==> src/rtl/core_settings.svh <==
// Global build settings of the integer core
// Pipeline depth, register word width and register index width

`ifndef CORE_SETTINGS_SVH
`define CORE_SETTINGS_SVH

// Six stages from fetch 1 through writeback
`define CORE_NUM_STAGES 6

// RV32 register width
`define CORE_XLEN 32

// Index into the 32 general purpose registers
`define CORE_REG_IDX_W 5

`endif

==> src/rtl/core_pkg.sv <==
// Shared types of the integer core
// Register word and index types, stage index names
// Configuration word bit positions

`include "core_settings.svh"

package core_pkg;

    // One general purpose register value
    typedef logic [`CORE_XLEN-1:0] word_t;

    // General purpose register index
    // Register 0 is hardwired to zero
    typedef logic [`CORE_REG_IDX_W-1:0] reg_idx_t;

    // Stage positions inside the stall and flush vectors
    // Lower index means younger instruction
    typedef enum logic [2:0] {
        STAGE_F1 = 3'd0,
        STAGE_F2 = 3'd1,
        STAGE_D  = 3'd2,
        STAGE_E1 = 3'd3,
        STAGE_E2 = 3'd4,
        STAGE_W  = 3'd5
    } stage_e;

    // Configuration write word layout
    // Bypass enable reads back
    localparam int unsigned CFG_BYPASS_EN_BIT = 0;

    // Cache and TLB flush command
    // Write only and reads back as zero
    localparam int unsigned CFG_CACHE_FLUSH_BIT = 1;

endpackage : core_pkg

==> src/rtl/core_tghm_cfg.sv <==
// Hazard controller configuration registers
// Bypass enable bit and one-shot global cache flush

`timescale 1ns/10ps

module core_tghm_cfg (
    // Clock and reset
    input  logic       i_clk,
    input  logic       i_rst_n,

    // Configuration write port
    input  logic       i_cfg_wen,
    input  logic [1:0] i_cfg_wdata,

    // Readback of the current configuration
    output logic [1:0] o_cfg_rdata,

    // Controls toward the rest of the controller
    output logic       o_bypass_en,
    output logic       o_global_cache_flush
);

    // Current bypass setting
    logic bypass_en_q;

    // One-shot flush flop
    logic cache_flush_q;

    // Flush request seen on this write
    logic cache_flush_req;

    // Only a write that carries the command bit requests a flush
    assign cache_flush_req = i_cfg_wen & i_cfg_wdata[core_pkg::CFG_CACHE_FLUSH_BIT];

    // Bypass enable register
    // Comes out of reset with forwarding on
    always_ff @(posedge i_clk or negedge i_rst_n) begin
        if (!i_rst_n) begin
            bypass_en_q <= 1'b1;
        end else if (i_cfg_wen) begin
            bypass_en_q <= i_cfg_wdata[core_pkg::CFG_BYPASS_EN_BIT];
        end
    end

    // Flush pulse
    // Loaded by the write and cleared again on the next edge
    // Back to back flush writes give one cycle each
    always_ff @(posedge i_clk or negedge i_rst_n) begin
        if (!i_rst_n) begin
            cache_flush_q <= 1'b0;
        end else begin
            cache_flush_q <= cache_flush_req;
        end
    end

    // Readback word
    always_comb begin
        o_cfg_rdata = '0;
        o_cfg_rdata[core_pkg::CFG_BYPASS_EN_BIT] = bypass_en_q;
        // Flush command bit is never stored
        o_cfg_rdata[core_pkg::CFG_CACHE_FLUSH_BIT] = 1'b0;
    end

    // Outputs straight from the flops
    assign o_bypass_en          = bypass_en_q;
    assign o_global_cache_flush = cache_flush_q;

endmodule : core_tghm_cfg

==> src/rtl/core_tghm_bypass.sv <==
// Decode stage operand forwarding
// Youngest producer wins among E1, E2 and W
// Raises the decode hazard stall on load-use or when bypassing is off

`timescale 1ns/10ps

module core_tghm_bypass (
    // Configuration
    input  logic              i_bypass_en,

    // Execute 1 producer
    input  logic              i_stage_e1_rd_wen,
    input  core_pkg::reg_idx_t i_stage_e1_rd_idx,
    input  core_pkg::word_t   i_stage_e1_rd_wdata,
    input  logic              i_stage_e1_is_load,

    // Execute 2 producer
    input  logic              i_stage_e2_rd_wen,
    input  core_pkg::reg_idx_t i_stage_e2_rd_idx,
    input  core_pkg::word_t   i_stage_e2_rd_wdata,

    // Writeback producer
    input  logic              i_stage_w_rd_wen,
    input  core_pkg::reg_idx_t i_stage_w_rd_idx,
    input  core_pkg::word_t   i_stage_w_rd_wdata,

    // Decode source registers
    input  core_pkg::reg_idx_t i_stage_d_rs1_idx,
    input  core_pkg::reg_idx_t i_stage_d_rs2_idx,

    // Forwarding results toward decode
    output logic              o_stage_d_bypass_rs1,
    output logic              o_stage_d_bypass_rs2,
    output core_pkg::word_t   o_stage_d_bypass_rs1_rdata,
    output core_pkg::word_t   o_stage_d_bypass_rs2_rdata,

    // Decode must hold
    output logic              o_hazard_stall_d
);

    // Two source operands handled by the same loop
    localparam int NUM_SRC = 2;

    // Source index per operand
    core_pkg::reg_idx_t rs_idx [NUM_SRC];

    // Per operand producer matches
    logic hit_e1 [NUM_SRC];
    logic hit_e2 [NUM_SRC];
    logic hit_w  [NUM_SRC];

    // Per operand results
    logic            fwd     [NUM_SRC];
    core_pkg::word_t fwd_data[NUM_SRC];
    logic            hazard  [NUM_SRC];

    assign rs_idx[0] = i_stage_d_rs1_idx;
    assign rs_idx[1] = i_stage_d_rs2_idx;

    // Producer match
    // x0 never matches since its value is always zero
    always_comb begin
        for (int s = 0; s < NUM_SRC; s++) begin
            hit_e1[s] = i_stage_e1_rd_wen && (i_stage_e1_rd_idx == rs_idx[s])
                        && (rs_idx[s] != '0);
            hit_e2[s] = i_stage_e2_rd_wen && (i_stage_e2_rd_idx == rs_idx[s])
                        && (rs_idx[s] != '0);
            hit_w[s]  = i_stage_w_rd_wen && (i_stage_w_rd_idx == rs_idx[s])
                        && (rs_idx[s] != '0);
        end
    end

    // Forward selection
    always_comb begin
        for (int s = 0; s < NUM_SRC; s++) begin
            fwd[s]      = 1'b0;
            fwd_data[s] = '0;
            hazard[s]   = 1'b0;

            if (i_bypass_en) begin
                // E1 is the youngest producer so it is checked first
                if (hit_e1[s]) begin
                    if (i_stage_e1_is_load) begin
                        // Load data only shows up later so decode waits
                        hazard[s] = 1'b1;
                    end else begin
                        fwd[s]      = 1'b1;
                        fwd_data[s] = i_stage_e1_rd_wdata;
                    end
                end else if (hit_e2[s]) begin
                    fwd[s]      = 1'b1;
                    fwd_data[s] = i_stage_e2_rd_wdata;
                end else if (hit_w[s]) begin
                    fwd[s]      = 1'b1;
                    fwd_data[s] = i_stage_w_rd_wdata;
                end
            end else begin
                // No forwarding path
                // Decode waits until every producer has retired
                hazard[s] = hit_e1[s] | hit_e2[s] | hit_w[s];
            end
        end
    end

    // Outputs
    assign o_stage_d_bypass_rs1       = fwd[0];
    assign o_stage_d_bypass_rs2       = fwd[1];
    assign o_stage_d_bypass_rs1_rdata = fwd_data[0];
    assign o_stage_d_bypass_rs2_rdata = fwd_data[1];

    // Either operand holds decode
    assign o_hazard_stall_d = hazard[0] | hazard[1];

endmodule : core_tghm_bypass

==> src/rtl/core_tghm_stall.sv <==
// Pipeline stall chain and flush vector
// Back-pressure from stage readiness plus the decode hazard
// Redirect flush and bubble insertion into execute 1

`timescale 1ns/10ps

`include "core_settings.svh"

module core_tghm_stall (
    // Per stage readiness
    input  logic [`CORE_NUM_STAGES-1:0] i_stage_ready,

    // Decode hazard from the bypass block
    input  logic                        i_hazard_stall_d,

    // Control flow redirect from execute 2
    input  logic                        i_redirect,

    // Per stage controls
    output logic [`CORE_NUM_STAGES-1:0] o_stage_stall,
    output logic [`CORE_NUM_STAGES-1:0] o_stage_flush
);

    // Hazard after redirect masking
    logic hazard_eff;

    // Stall chain from writeback back toward fetch 1
    logic [`CORE_NUM_STAGES-1:0] stall_chain;

    // Bubble into execute 1 on a decode hold
    logic bubble_e1;

    // Redirect wins
    // Stages it flushes do not hold for the hazard
    assign hazard_eff = i_hazard_stall_d & ~i_redirect;

    // Stall of a stage follows the stage in front of it
    always_comb begin
        stall_chain = '0;

        // Writeback always retires
        stall_chain[core_pkg::STAGE_W] = 1'b0;

        for (int ii = int'(core_pkg::STAGE_E2); ii >= int'(core_pkg::STAGE_F1); ii--) begin
            stall_chain[ii] = stall_chain[ii+1] | ~i_stage_ready[ii+1];

            // Front three stages also hold for the decode hazard
            if (ii <= int'(core_pkg::STAGE_D)) begin
                stall_chain[ii] = stall_chain[ii] | hazard_eff;
            end
        end
    end

    // E1 stall has no hazard term
    // A stalled E1 keeps its instruction so no bubble is needed
    assign bubble_e1 = hazard_eff & ~stall_chain[core_pkg::STAGE_E1];

    // Flush vector
    always_comb begin
        o_stage_flush = '0;

        // Wrong path instructions from fetch 1 up to execute 1
        for (int ii = int'(core_pkg::STAGE_F1); ii <= int'(core_pkg::STAGE_E1); ii++) begin
            o_stage_flush[ii] = i_redirect;
        end

        o_stage_flush[core_pkg::STAGE_E1] = i_redirect | bubble_e1;

        // Older stages keep their instructions
        o_stage_flush[core_pkg::STAGE_E2] = 1'b0;
        o_stage_flush[core_pkg::STAGE_W]  = 1'b0;
    end

    assign o_stage_stall = stall_chain;

endmodule : core_tghm_stall

==> src/rtl/core_tghm.sv <==
// Hazard controller top level
// Configuration, decode bypass and stall/flush blocks

`timescale 1ns/10ps

`include "core_settings.svh"

module core_tghm (
    // Clock and reset
    input  logic                        i_clk,
    input  logic                        i_rst_n,

    // Back-pressure
    input  logic [`CORE_NUM_STAGES-1:0] i_stage_ready,
    output logic [`CORE_NUM_STAGES-1:0] o_stage_stall,
    output logic [`CORE_NUM_STAGES-1:0] o_stage_flush,

    // Execute 1 producer
    input  logic                        i_stage_e1_rd_wen,
    input  core_pkg::reg_idx_t          i_stage_e1_rd_idx,
    input  core_pkg::word_t             i_stage_e1_rd_wdata,
    input  logic                        i_stage_e1_is_load,

    // Execute 2 producer
    input  logic                        i_stage_e2_rd_wen,
    input  core_pkg::reg_idx_t          i_stage_e2_rd_idx,
    input  core_pkg::word_t             i_stage_e2_rd_wdata,

    // Writeback producer
    input  logic                        i_stage_w_rd_wen,
    input  core_pkg::reg_idx_t          i_stage_w_rd_idx,
    input  core_pkg::word_t             i_stage_w_rd_wdata,

    // Decode sources
    input  core_pkg::reg_idx_t          i_stage_d_rs1_idx,
    input  core_pkg::reg_idx_t          i_stage_d_rs2_idx,

    // General purpose register bypass into decode
    output logic                        o_stage_d_bypass_rs1,
    output logic                        o_stage_d_bypass_rs2,
    output core_pkg::word_t             o_stage_d_bypass_rs1_rdata,
    output core_pkg::word_t             o_stage_d_bypass_rs2_rdata,

    // Redirect from execute 2
    input  logic                        i_redirect,

    // Configuration access
    input  logic                        i_cfg_wen,
    input  logic [1:0]                  i_cfg_wdata,
    output logic [1:0]                  o_cfg_rdata,

    // Flush all caches and TLBs
    output logic                        o_global_cache_flush
);

    // Forwarding enabled by configuration
    logic bypass_en;

    // Decode has to hold
    logic hazard_stall_d;

    // Configuration registers
    core_tghm_cfg u_cfg (
        .i_clk                (i_clk),
        .i_rst_n              (i_rst_n),
        .i_cfg_wen            (i_cfg_wen),
        .i_cfg_wdata          (i_cfg_wdata),
        .o_cfg_rdata          (o_cfg_rdata),
        .o_bypass_en          (bypass_en),
        .o_global_cache_flush (o_global_cache_flush)
    );

    // Operand forwarding and hazard detection
    core_tghm_bypass u_bypass (
        .i_bypass_en                (bypass_en),
        .i_stage_e1_rd_wen          (i_stage_e1_rd_wen),
        .i_stage_e1_rd_idx          (i_stage_e1_rd_idx),
        .i_stage_e1_rd_wdata        (i_stage_e1_rd_wdata),
        .i_stage_e1_is_load         (i_stage_e1_is_load),
        .i_stage_e2_rd_wen          (i_stage_e2_rd_wen),
        .i_stage_e2_rd_idx          (i_stage_e2_rd_idx),
        .i_stage_e2_rd_wdata        (i_stage_e2_rd_wdata),
        .i_stage_w_rd_wen           (i_stage_w_rd_wen),
        .i_stage_w_rd_idx           (i_stage_w_rd_idx),
        .i_stage_w_rd_wdata         (i_stage_w_rd_wdata),
        .i_stage_d_rs1_idx          (i_stage_d_rs1_idx),
        .i_stage_d_rs2_idx          (i_stage_d_rs2_idx),
        .o_stage_d_bypass_rs1       (o_stage_d_bypass_rs1),
        .o_stage_d_bypass_rs2       (o_stage_d_bypass_rs2),
        .o_stage_d_bypass_rs1_rdata (o_stage_d_bypass_rs1_rdata),
        .o_stage_d_bypass_rs2_rdata (o_stage_d_bypass_rs2_rdata),
        .o_hazard_stall_d           (hazard_stall_d)
    );

    // Stall chain and flush vector
    core_tghm_stall u_stall (
        .i_stage_ready    (i_stage_ready),
        .i_hazard_stall_d (hazard_stall_d),
        .i_redirect       (i_redirect),
        .o_stage_stall    (o_stage_stall),
        .o_stage_flush    (o_stage_flush)
    );

endmodule : core_tghm

==> config.mk <==
export PLATFORM = sky130hd
export DESIGN_NAME = core_tghm
export DESIGN_NICKNAME = d
export VERILOG_FILES = /design/src/rtl/core_pkg.sv /design/src/rtl/core_tghm_cfg.sv /design/src/rtl/core_tghm_bypass.sv /design/src/rtl/core_tghm_stall.sv /design/src/rtl/core_tghm.sv
export VERILOG_INCLUDE_DIRS = /design/src /design/src/rtl
export SDC_FILE = /design/constraint.sdc
export NUM_CORES = 1
export LEC_CHECK = 0
export BUFFER_PORTS_ARGS = -buffer_cell sky130_fd_sc_hd__buf_2
export CORE_MARGIN = 4
export CORE_UTILIZATION = 41
export DETAILED_ROUTE_END_ITERATION = 10
export GPL_TIMING_DRIVEN = 1
export MAX_ROUTING_LAYER = met4
export PLACE_DENSITY = 0.89
export SLEW_MARGIN = 10
export SYNTH_ARGS = -nofsm -noshare
export SYNTH_HDL_FRONTEND = slang
export SYNTH_HIERARCHICAL = 1
export SYNTH_SLANG_ARGS = --single-unit
==> constraint.sdc <==
create_clock -name i_clk -period 3.35 [get_ports i_clk]
set_clock_uncertainty 0.2 [all_clocks]
set_input_delay 0.67 -clock i_clk [delete_from_list [all_inputs] [get_ports i_clk]]
set_output_delay 0.67 -clock i_clk [all_outputs]
set_load 0.01 [all_outputs]
# After elaboration in Yosys (flattened, before gate mapping)
# Cells that the tools add are included.
[totals] regBits=2 latchBits=0 mem_bits_rw=0 romBits=0 in_bits=137 out_inout_bits=81 elab_cells=68 memories=0
[classes] n_addsub=0 n_mul=0 div_mod_pow=0 order_cmp=0 n_eq_ne=6 shift=0 mux=23 n_bitwise=23 reduce_logical=14
[op_table] operator="$mux W32" count=9
[op_table] operator="$eq A5 B5 Y1" count=6
[op_table] operator="$mux W1" count=14
[op_table] operator="$or A1 B1 Y1" count=13
[op_table] operator="$logic_and A1 B1 Y1" count=12
[op_table] operator="$reduce_bool A5 Y1" count=2
[op_table] operator="$not A1 Y1" count=7
[op_table] operator="$and A1 B1 Y1" count=3

# Depth between registers and ports, before layout
[logic_depth] depth_word=13 depth_mapped=9 ltp_nobuf=7

# By module
# The synthesis kept the hierarchy.
[by_module_without_submodules] module="core_tghm_bypass" n_inst=1 cells_each=360 area_each_um2=2466.1 seq_area_each_um2=0.0
[by_module_without_submodules] module="core_tghm_stall" n_inst=1 cells_each=15 area_each_um2=95.1 seq_area_each_um2=0.0
[by_module_without_submodules] module="core_tghm_cfg" n_inst=1 cells_each=7 area_each_um2=92.6 seq_area_each_um2=51.3

# Least setup slack after synthesis
# Ideal clock, no wire load.
[synth_timing] path_type="in2out" start="input i_stage_d_rs2_idx[0]" end="output o_stage_stall[0]" arrival_time_ns=2.325 t_required_ns=2.480 setup_slack_ns=0.155 path_stages=9 path_buffers=2 path_cell_list="clkbuf_1 xnor2_1 nand4_1 nor2_2 clkbuf_1 nor3_1 a22oi_1 nand2b_1 nand4_1"
[synth_via] elab_chain_cells=13 elab_cells_between_ends=21
[synth_rtl] item="start: declaration" line_no="core_tghm.sv:36" rtl="input core_pkg::reg_idx_t i_stage_d_rs2_idx,"
[synth_rtl] item="$eq A5 B5 Y1 (on tied branches)" line_no="core_tghm_bypass.sv:64, core_tghm_bypass.sv:66"
[synth_rtl] item="$logic_and A1 B1 Y1 (on tied branches)" line_no="core_tghm_bypass.sv:64, core_tghm_bypass.sv:66"
[synth_rtl] item="$logic_and A1 B1 Y1 (on tied branches)" line_no="core_tghm_bypass.sv:65, core_tghm_bypass.sv:67"
[synth_rtl] item="$or A1 B1 Y1 (2 in series)" line_no="core_tghm_bypass.sv:100" rtl="hazard[s] = hit_e1[s] | hit_e2[s] | hit_w[s];"
[synth_rtl] item="$mux W1 *" line_no="core_tghm_bypass.sv:80" rtl="if (i_bypass_en) begin"
[synth_rtl] item="$or A1 B1 Y1 *" line_no="core_tghm_bypass.sv:112" rtl="assign o_hazard_stall_d = hazard[0] | hazard[1];"
[synth_rtl] item="named net hazard_stall_d" line_no="core_tghm.sv:60" rtl="logic hazard_stall_d;"
[synth_rtl] item="$and A1 B1 Y1 *" line_no="core_tghm_stall.sv:35" rtl="assign hazard_eff = i_hazard_stall_d & ~i_redirect;"
[synth_rtl] item="$or A1 B1 Y1" line_no="core_tghm_stall.sv:49" rtl="stall_chain[ii] = stall_chain[ii] | hazard_eff;"
[synth_rtl] item="$or A1 B1 Y1" line_no="core_tghm_stall.sv:45" rtl="stall_chain[ii] = stall_chain[ii+1] | ~i_stage_ready[ii+1];"
[synth_rtl] item="$or A1 B1 Y1" line_no="core_tghm_stall.sv:49"
[synth_rtl] item="$or A1 B1 Y1" line_no="core_tghm_stall.sv:45"
[synth_rtl] item="$or A1 B1 Y1 *" line_no="core_tghm_stall.sv:49"
[synth_rtl] item="end: declaration" line_no="core_tghm.sv:15" rtl="output logic [`CORE_NUM_STAGES-1:0] o_stage_stall,"
# The timed path passes the listed nets; every way through them passes the cells marked *.

# Worst setup path in the final report
[layout_timing] start="input i_stage_d_rs1_idx[2]" end="output o_stage_d_bypass_rs1_rdata[31]"
[layout_via] elab_chain_cells=7 elab_cells_between_ends=14
[layout_rtl] item="start: declaration" line_no="core_tghm.sv:35" rtl="input core_pkg::reg_idx_t i_stage_d_rs1_idx,"
[layout_rtl] item="$eq A5 B5 Y1" line_no="core_tghm_bypass.sv:68" rtl="hit_w[s] = i_stage_w_rd_wen && (i_stage_w_rd_idx == rs_idx[s])"
[layout_rtl] item="$logic_and A1 B1 Y1" line_no="core_tghm_bypass.sv:68"
[layout_rtl] item="$logic_and A1 B1 Y1" line_no="core_tghm_bypass.sv:69" rtl="&& (rs_idx[s] != '0);"
[layout_rtl] item="$mux W32" line_no="core_tghm_bypass.sv:93" rtl="end else if (hit_w[s]) begin"
[layout_rtl] item="$mux W32" line_no="core_tghm_bypass.sv:90" rtl="end else if (hit_e2[s]) begin"
[layout_rtl] item="$mux W32 *" line_no="core_tghm_bypass.sv:82" rtl="if (hit_e1[s]) begin"
[layout_rtl] item="$mux W32 *" line_no="core_tghm_bypass.sv:80"
[layout_rtl] item="end: declaration" line_no="core_tghm.sv:41" rtl="output core_pkg::word_t o_stage_d_bypass_rs1_rdata,"
# Every way passes the cells marked *; elsewhere a longest branch is shown, timed or not.

==> flow_results.xml <==
<?xml version="1.0" encoding="UTF-8"?>
<metrics>
  <group name="timing">
    <metric name="slew_violations" unit="">0</metric>
    <metric name="clock.fmax" unit="MHz">283</metric>
    <metric name="totalNegativeSetupSlack" unit="ps">-511</metric>
    <metric name="min_period_over_period" unit="">1.06</metric>
    <metric name="grt_setup_unrepaired" unit="">yes</metric>
    <metric name="setup-violations-final" unit="">20</metric>
    <metric name="final.min_clock_period" unit="ps">3540</metric>
    <metric name="fin_ws" unit="ps">-186</metric>
    <metric name="timing.final.hold_violations" unit="">0</metric>
  </group>
  <group name="route">
    <metric name="route.final.wire_length" unit="mm">14.7</metric>
    <metric name="route.vias.total" unit="">4303</metric>
    <metric name="postRouteAntennaNets" unit="">0</metric>
    <metric name="drc_errors" unit="">0</metric>
    <metric name="wl_per_cell" unit="um">22.3</metric>
    <metric name="drt_pass1_iterations" unit="">5</metric>
    <metric name="vias_per_cell" unit="">6.53</metric>
    <metric name="drt_iter0_drc" unit="">389</metric>
  </group>
  <group name="clock_tree">
    <metric name="clkSlewWorstSetupHoldPaths" unit="ps">30</metric>
    <metric name="insertion_delay" unit="ps">210</metric>
    <metric name="sinks_on_the_clock_net" unit="">2</metric>
    <metric name="postCtsHoldBufs" unit="">0</metric>
    <metric name="cts_buffer_depth" unit="">2</metric>
    <metric name="cts_tree" unit="">done</metric>
    <metric name="htree_num_levels" unit="">1</metric>
    <metric name="cts_inserted_buffers" unit="">3</metric>
    <metric name="clk_root_buffer_cell" unit="">clkbuf_8</metric>
  </group>
  <group name="pwr">
    <metric name="power_switching" unit="mW">0.263</metric>
    <metric name="clock_power_share" unit="">0.193</metric>
    <metric name="p_seq_frac" unit="">0.056</metric>
    <metric name="power_per_cell_area" unit="mW/mm^2">124</metric>
    <metric name="leakage" unit="nW">1.92</metric>
    <metric name="max-vdd-ir-drop" unit="mV">0.224</metric>
    <metric name="comb_power_share" unit="">0.751</metric>
    <metric name="p_sw_frac" unit="">0.478</metric>
    <metric name="intPower" unit="mW">0.287</metric>
  </group>
  <group name="die">
    <metric name="dieArea" unit="mm^2">0.00782</metric>
    <metric name="io_pins" unit="">218</metric>
    <metric name="placeableCoreArea" unit="mm^2">0.00631</metric>
    <metric name="start_util" unit="">0.420</metric>
    <metric name="chipWidth" unit="um">88.5</metric>
    <metric name="chipHeight" unit="um">88.5</metric>
    <metric name="placement_rows" unit="">29</metric>
  </group>
  <group name="logic_synthesis">
    <metric name="asyncSetResetFlopFracSynth" unit="">1.00</metric>
    <metric name="ys_warn_count" unit="">6</metric>
    <metric name="netlist_instances" unit="">382</metric>
    <metric name="area_fraction_in_compound_gates_after_synthesis" unit="">0.473</metric>
    <metric name="synth-seq-area-share" unit="">0.0193</metric>
    <metric name="synth_area_leader_cell" unit="">a311oi_2</metric>
    <metric name="postSynthRegisterBits" unit="">2</metric>
    <metric name="combinational_family_with_the_most_area_after_synthesis" unit="">compound AO/OA/AOI/OAI gates</metric>
    <metric name="post_synth_edffs" unit="">0</metric>
    <metric name="synth_area" unit="mm^2">0.00265</metric>
    <metric name="synthSimpleGateAreaFrac" unit="">0.277</metric>
    <metric name="synth.area.top_cells" unit="">a311oi_2 17%, nand2_1 13%, a21oi_1 12%</metric>
    <metric name="synth.area.mux_share" unit="">0.00566</metric>
    <metric name="yosys.cell_types.count" unit="">39</metric>
    <metric name="synth-xor-area-share" unit="">0.0990</metric>
    <metric name="synth_top_cell_area_share" unit="">0.170</metric>
    <metric name="yosys.area_share.adder" unit="">0</metric>
    <metric name="postSynth.topFlopCell" unit="">dfstp_2</metric>
    <metric name="syn_area_per_cell" unit="um^2">6.95</metric>
  </group>
  <group name="place">
    <metric name="gp_congestion" unit="">0.879</metric>
    <metric name="portBuffers" unit="">212</metric>
    <metric name="placement.cell_area" unit="mm^2">0.00377</metric>
    <metric name="post-dp-hpwl" unit="mm">8.52</metric>
  </group>
  <group name="layout">
    <metric name="postLayoutCellArea" unit="mm^2">0.00443</metric>
    <metric name="drive_gt1_frac" unit="">0.595</metric>
    <metric name="layout-area-overhead-vs-synth" unit="%">66.9</metric>
    <metric name="final_net_count" unit="">720</metric>
    <metric name="fillerInstances" unit="">480</metric>
    <metric name="insertedDiodeCount" unit="">0</metric>
  </group>
  <group name="grt">
    <metric name="grt_use_met1" unit="">0.321</metric>
    <metric name="grtUsageMet3" unit="">0.0354</metric>
    <metric name="grt_pass1_vias" unit="">3985</metric>
    <metric name="grt.busiest_layer" unit="">met2</metric>
    <metric name="met2_track_demand_over_resource" unit="">0.516</metric>
    <metric name="grt_max_degree" unit="">45</metric>
    <metric name="grt_first_pass_wirelength" unit="mm">18.0</metric>
    <metric name="grtUsageTotal" unit="">0.293</metric>
    <metric name="globalRoute.totalOverflow" unit="">0</metric>
    <metric name="grt_antenna_before_repair" unit="">0</metric>
  </group>
  <group name="worst_setup_path">
    <metric name="rr_startpoint" unit="">u_cfg/o_bypass_en</metric>
    <metric name="worstPathRequired" unit="ps">2480</metric>
    <metric name="path_max_fanout" unit="">16</metric>
    <metric name="r2r-end" unit="">u_cfg/o_bypass_en</metric>
    <metric name="worstSetupPathType" unit="">in2out</metric>
    <metric name="timing.critical_path.arrival" unit="ps">2670</metric>
    <metric name="kind_of_end_point_of_the_critical_path" unit="">output pin</metric>
    <metric name="worstSetupStartpointType" unit="">primary input</metric>
    <metric name="timing.reg2reg.setup_slack" unit="ps">2280</metric>
    <metric name="ff2ff_path_depth" unit="">1</metric>
  </group>
  <group name="status">
    <metric name="outcome" unit="">finished with violations</metric>
    <metric name="failed_checks" unit="">setup timing</metric>
  </group>
  <group name="job">
    <metric name="timing.max_cap.violations" unit="">0</metric>
  </group>
  <group name="worst_hold_path">
    <metric name="timing.hold.worst.class" unit="">in2async</metric>
  </group>
</metrics>
## flip-flops by register name, summed over array words and instances, names as in the netlist
| name | cells |
|---|---|
| u_cfg/o_global_cache_flush | 1 |
| u_cfg/o_bypass_en | 1 |
## per-layer routing
layer / vias up / part of all wire / wire (um)
met5: - / 0 / 0
met4: 0 / 0.049 / 716
met2: 385 / 0.51 / 7470
met3: 80 / 0.11 / 1590
met1: 1990 / 0.34 / 4950
li1: 1848 / - / -
## area by class of cell
type,instances,area [um^2],area share
Timing Repair Buffer,247,1660,0.376
Multi-Input combinational cell,326,2560,0.578
Clock buffer,4,45.0,0.0102
Inverter,3,11.3,0.00254
Sequential cell,2,51.3,0.0116
Tap cell,77,96.3,0.0218
## cells by family after synthesis
kind of cell | after synthesis
AOI/OAI and AO/OA | 136
xor gates and xnor gates | 30
buffers and inverters | 56
DFF | 2
muxes | 1
other | 2
and+or+nand+nor | 155
## Yosys cell counts (3+ instances only)
cell	n
buf_2	12
clkbuf_1	20
nand4_1	8
a221oi_2	17
xor2_1	8
a21oi_1	65
a221oi_1	16
buf_6	6
nor4_2	3
nand3_1	34
a311oi_2	30
xnor2_1	22
nand2_1	95
buf_4	15
## layout by cell type (no fill, tap or decap), drive strengths merged, types with 2 or more instances in the layout
cell type,count
or2,2
clkbuf,10
nand2,95
nand4,8
xor2,8
xnor2,22
a311oi,31
nor2,4
nand3,34
or4,3
inv,2
buf,240
nor3,2
nor4,4
conb,4
a221oi,33
o211ai,2
a21oi,65
## power groups by stage
stage	combinational (mW)	sequential, mW	clock, mW
after global routing	0.436	0.0309	0.114
after global placement	0.330	0.0301	0
after floorplan	0.178	0.0298	0
final	0.413	0.0306	0.106
after CTS	0.349	0.0300	0.109
after detailed placement	0.340	0.0302	0
## timing repair
action	CTS	global route
setup buffers	0	6
setup endpoints to repair	47	70
gates resized for setup	12	61
cloned	1	7
pin swaps	0	27
## how the worst max path moves through the flow
stage | from | endpoint | slack [ps] | cells after the start
after floorplan | i_stage_d_rs2_idx[0] | o_stage_stall[0] | 160 | 9
after global placement | i_stage_d_rs1_idx[1] | o_stage_flush[3] | -60 | 8
after detailed placement | i_stage_d_rs1_idx[1] | o_stage_d_bypass_rs1_rdata[12] | -100 | 8
after CTS | i_stage_d_rs1_idx[1] | o_stage_d_bypass_rs1_rdata[12] | 4 | 8
after global routing | i_stage_d_rs2_idx[0] | o_stage_d_bypass_rs2_rdata[31] | -210 | 8
final | i_stage_d_rs1_idx[2] | o_stage_d_bypass_rs1_rdata[31] | -190 | 8
## stage by stage
| step | worst slack [ps] | power [mW] | util | instances | hold WS, ps |
|---|---|---|---|---|---|
| after floorplan | 155 | 0.208 | - | 384 | 174 |
| after global placement | -64.5 | 0.360 | 0.597 | 641 | 256 |
| after detailed placement | -97.3 | 0.370 | 0.597 | 641 | 259 |
| after CTS | 4.01 | 0.488 | 0.617 | 646 | 26.7 |
| after global routing | -205 | 0.581 | 0.701 | 659 | 30.6 |
| final | -186 | 0.550 | 0.701 | 659 | 37.2 |
## worst max-delay path, cell delays in order
cell,delay (ps)
buf_6,100
or4_4,580
o211ai_4,220
or2_4,220
buf_12,170
nand3_1,140
a221oi_1,360
buf_2,210
Power figures use the tool's default switching activity.
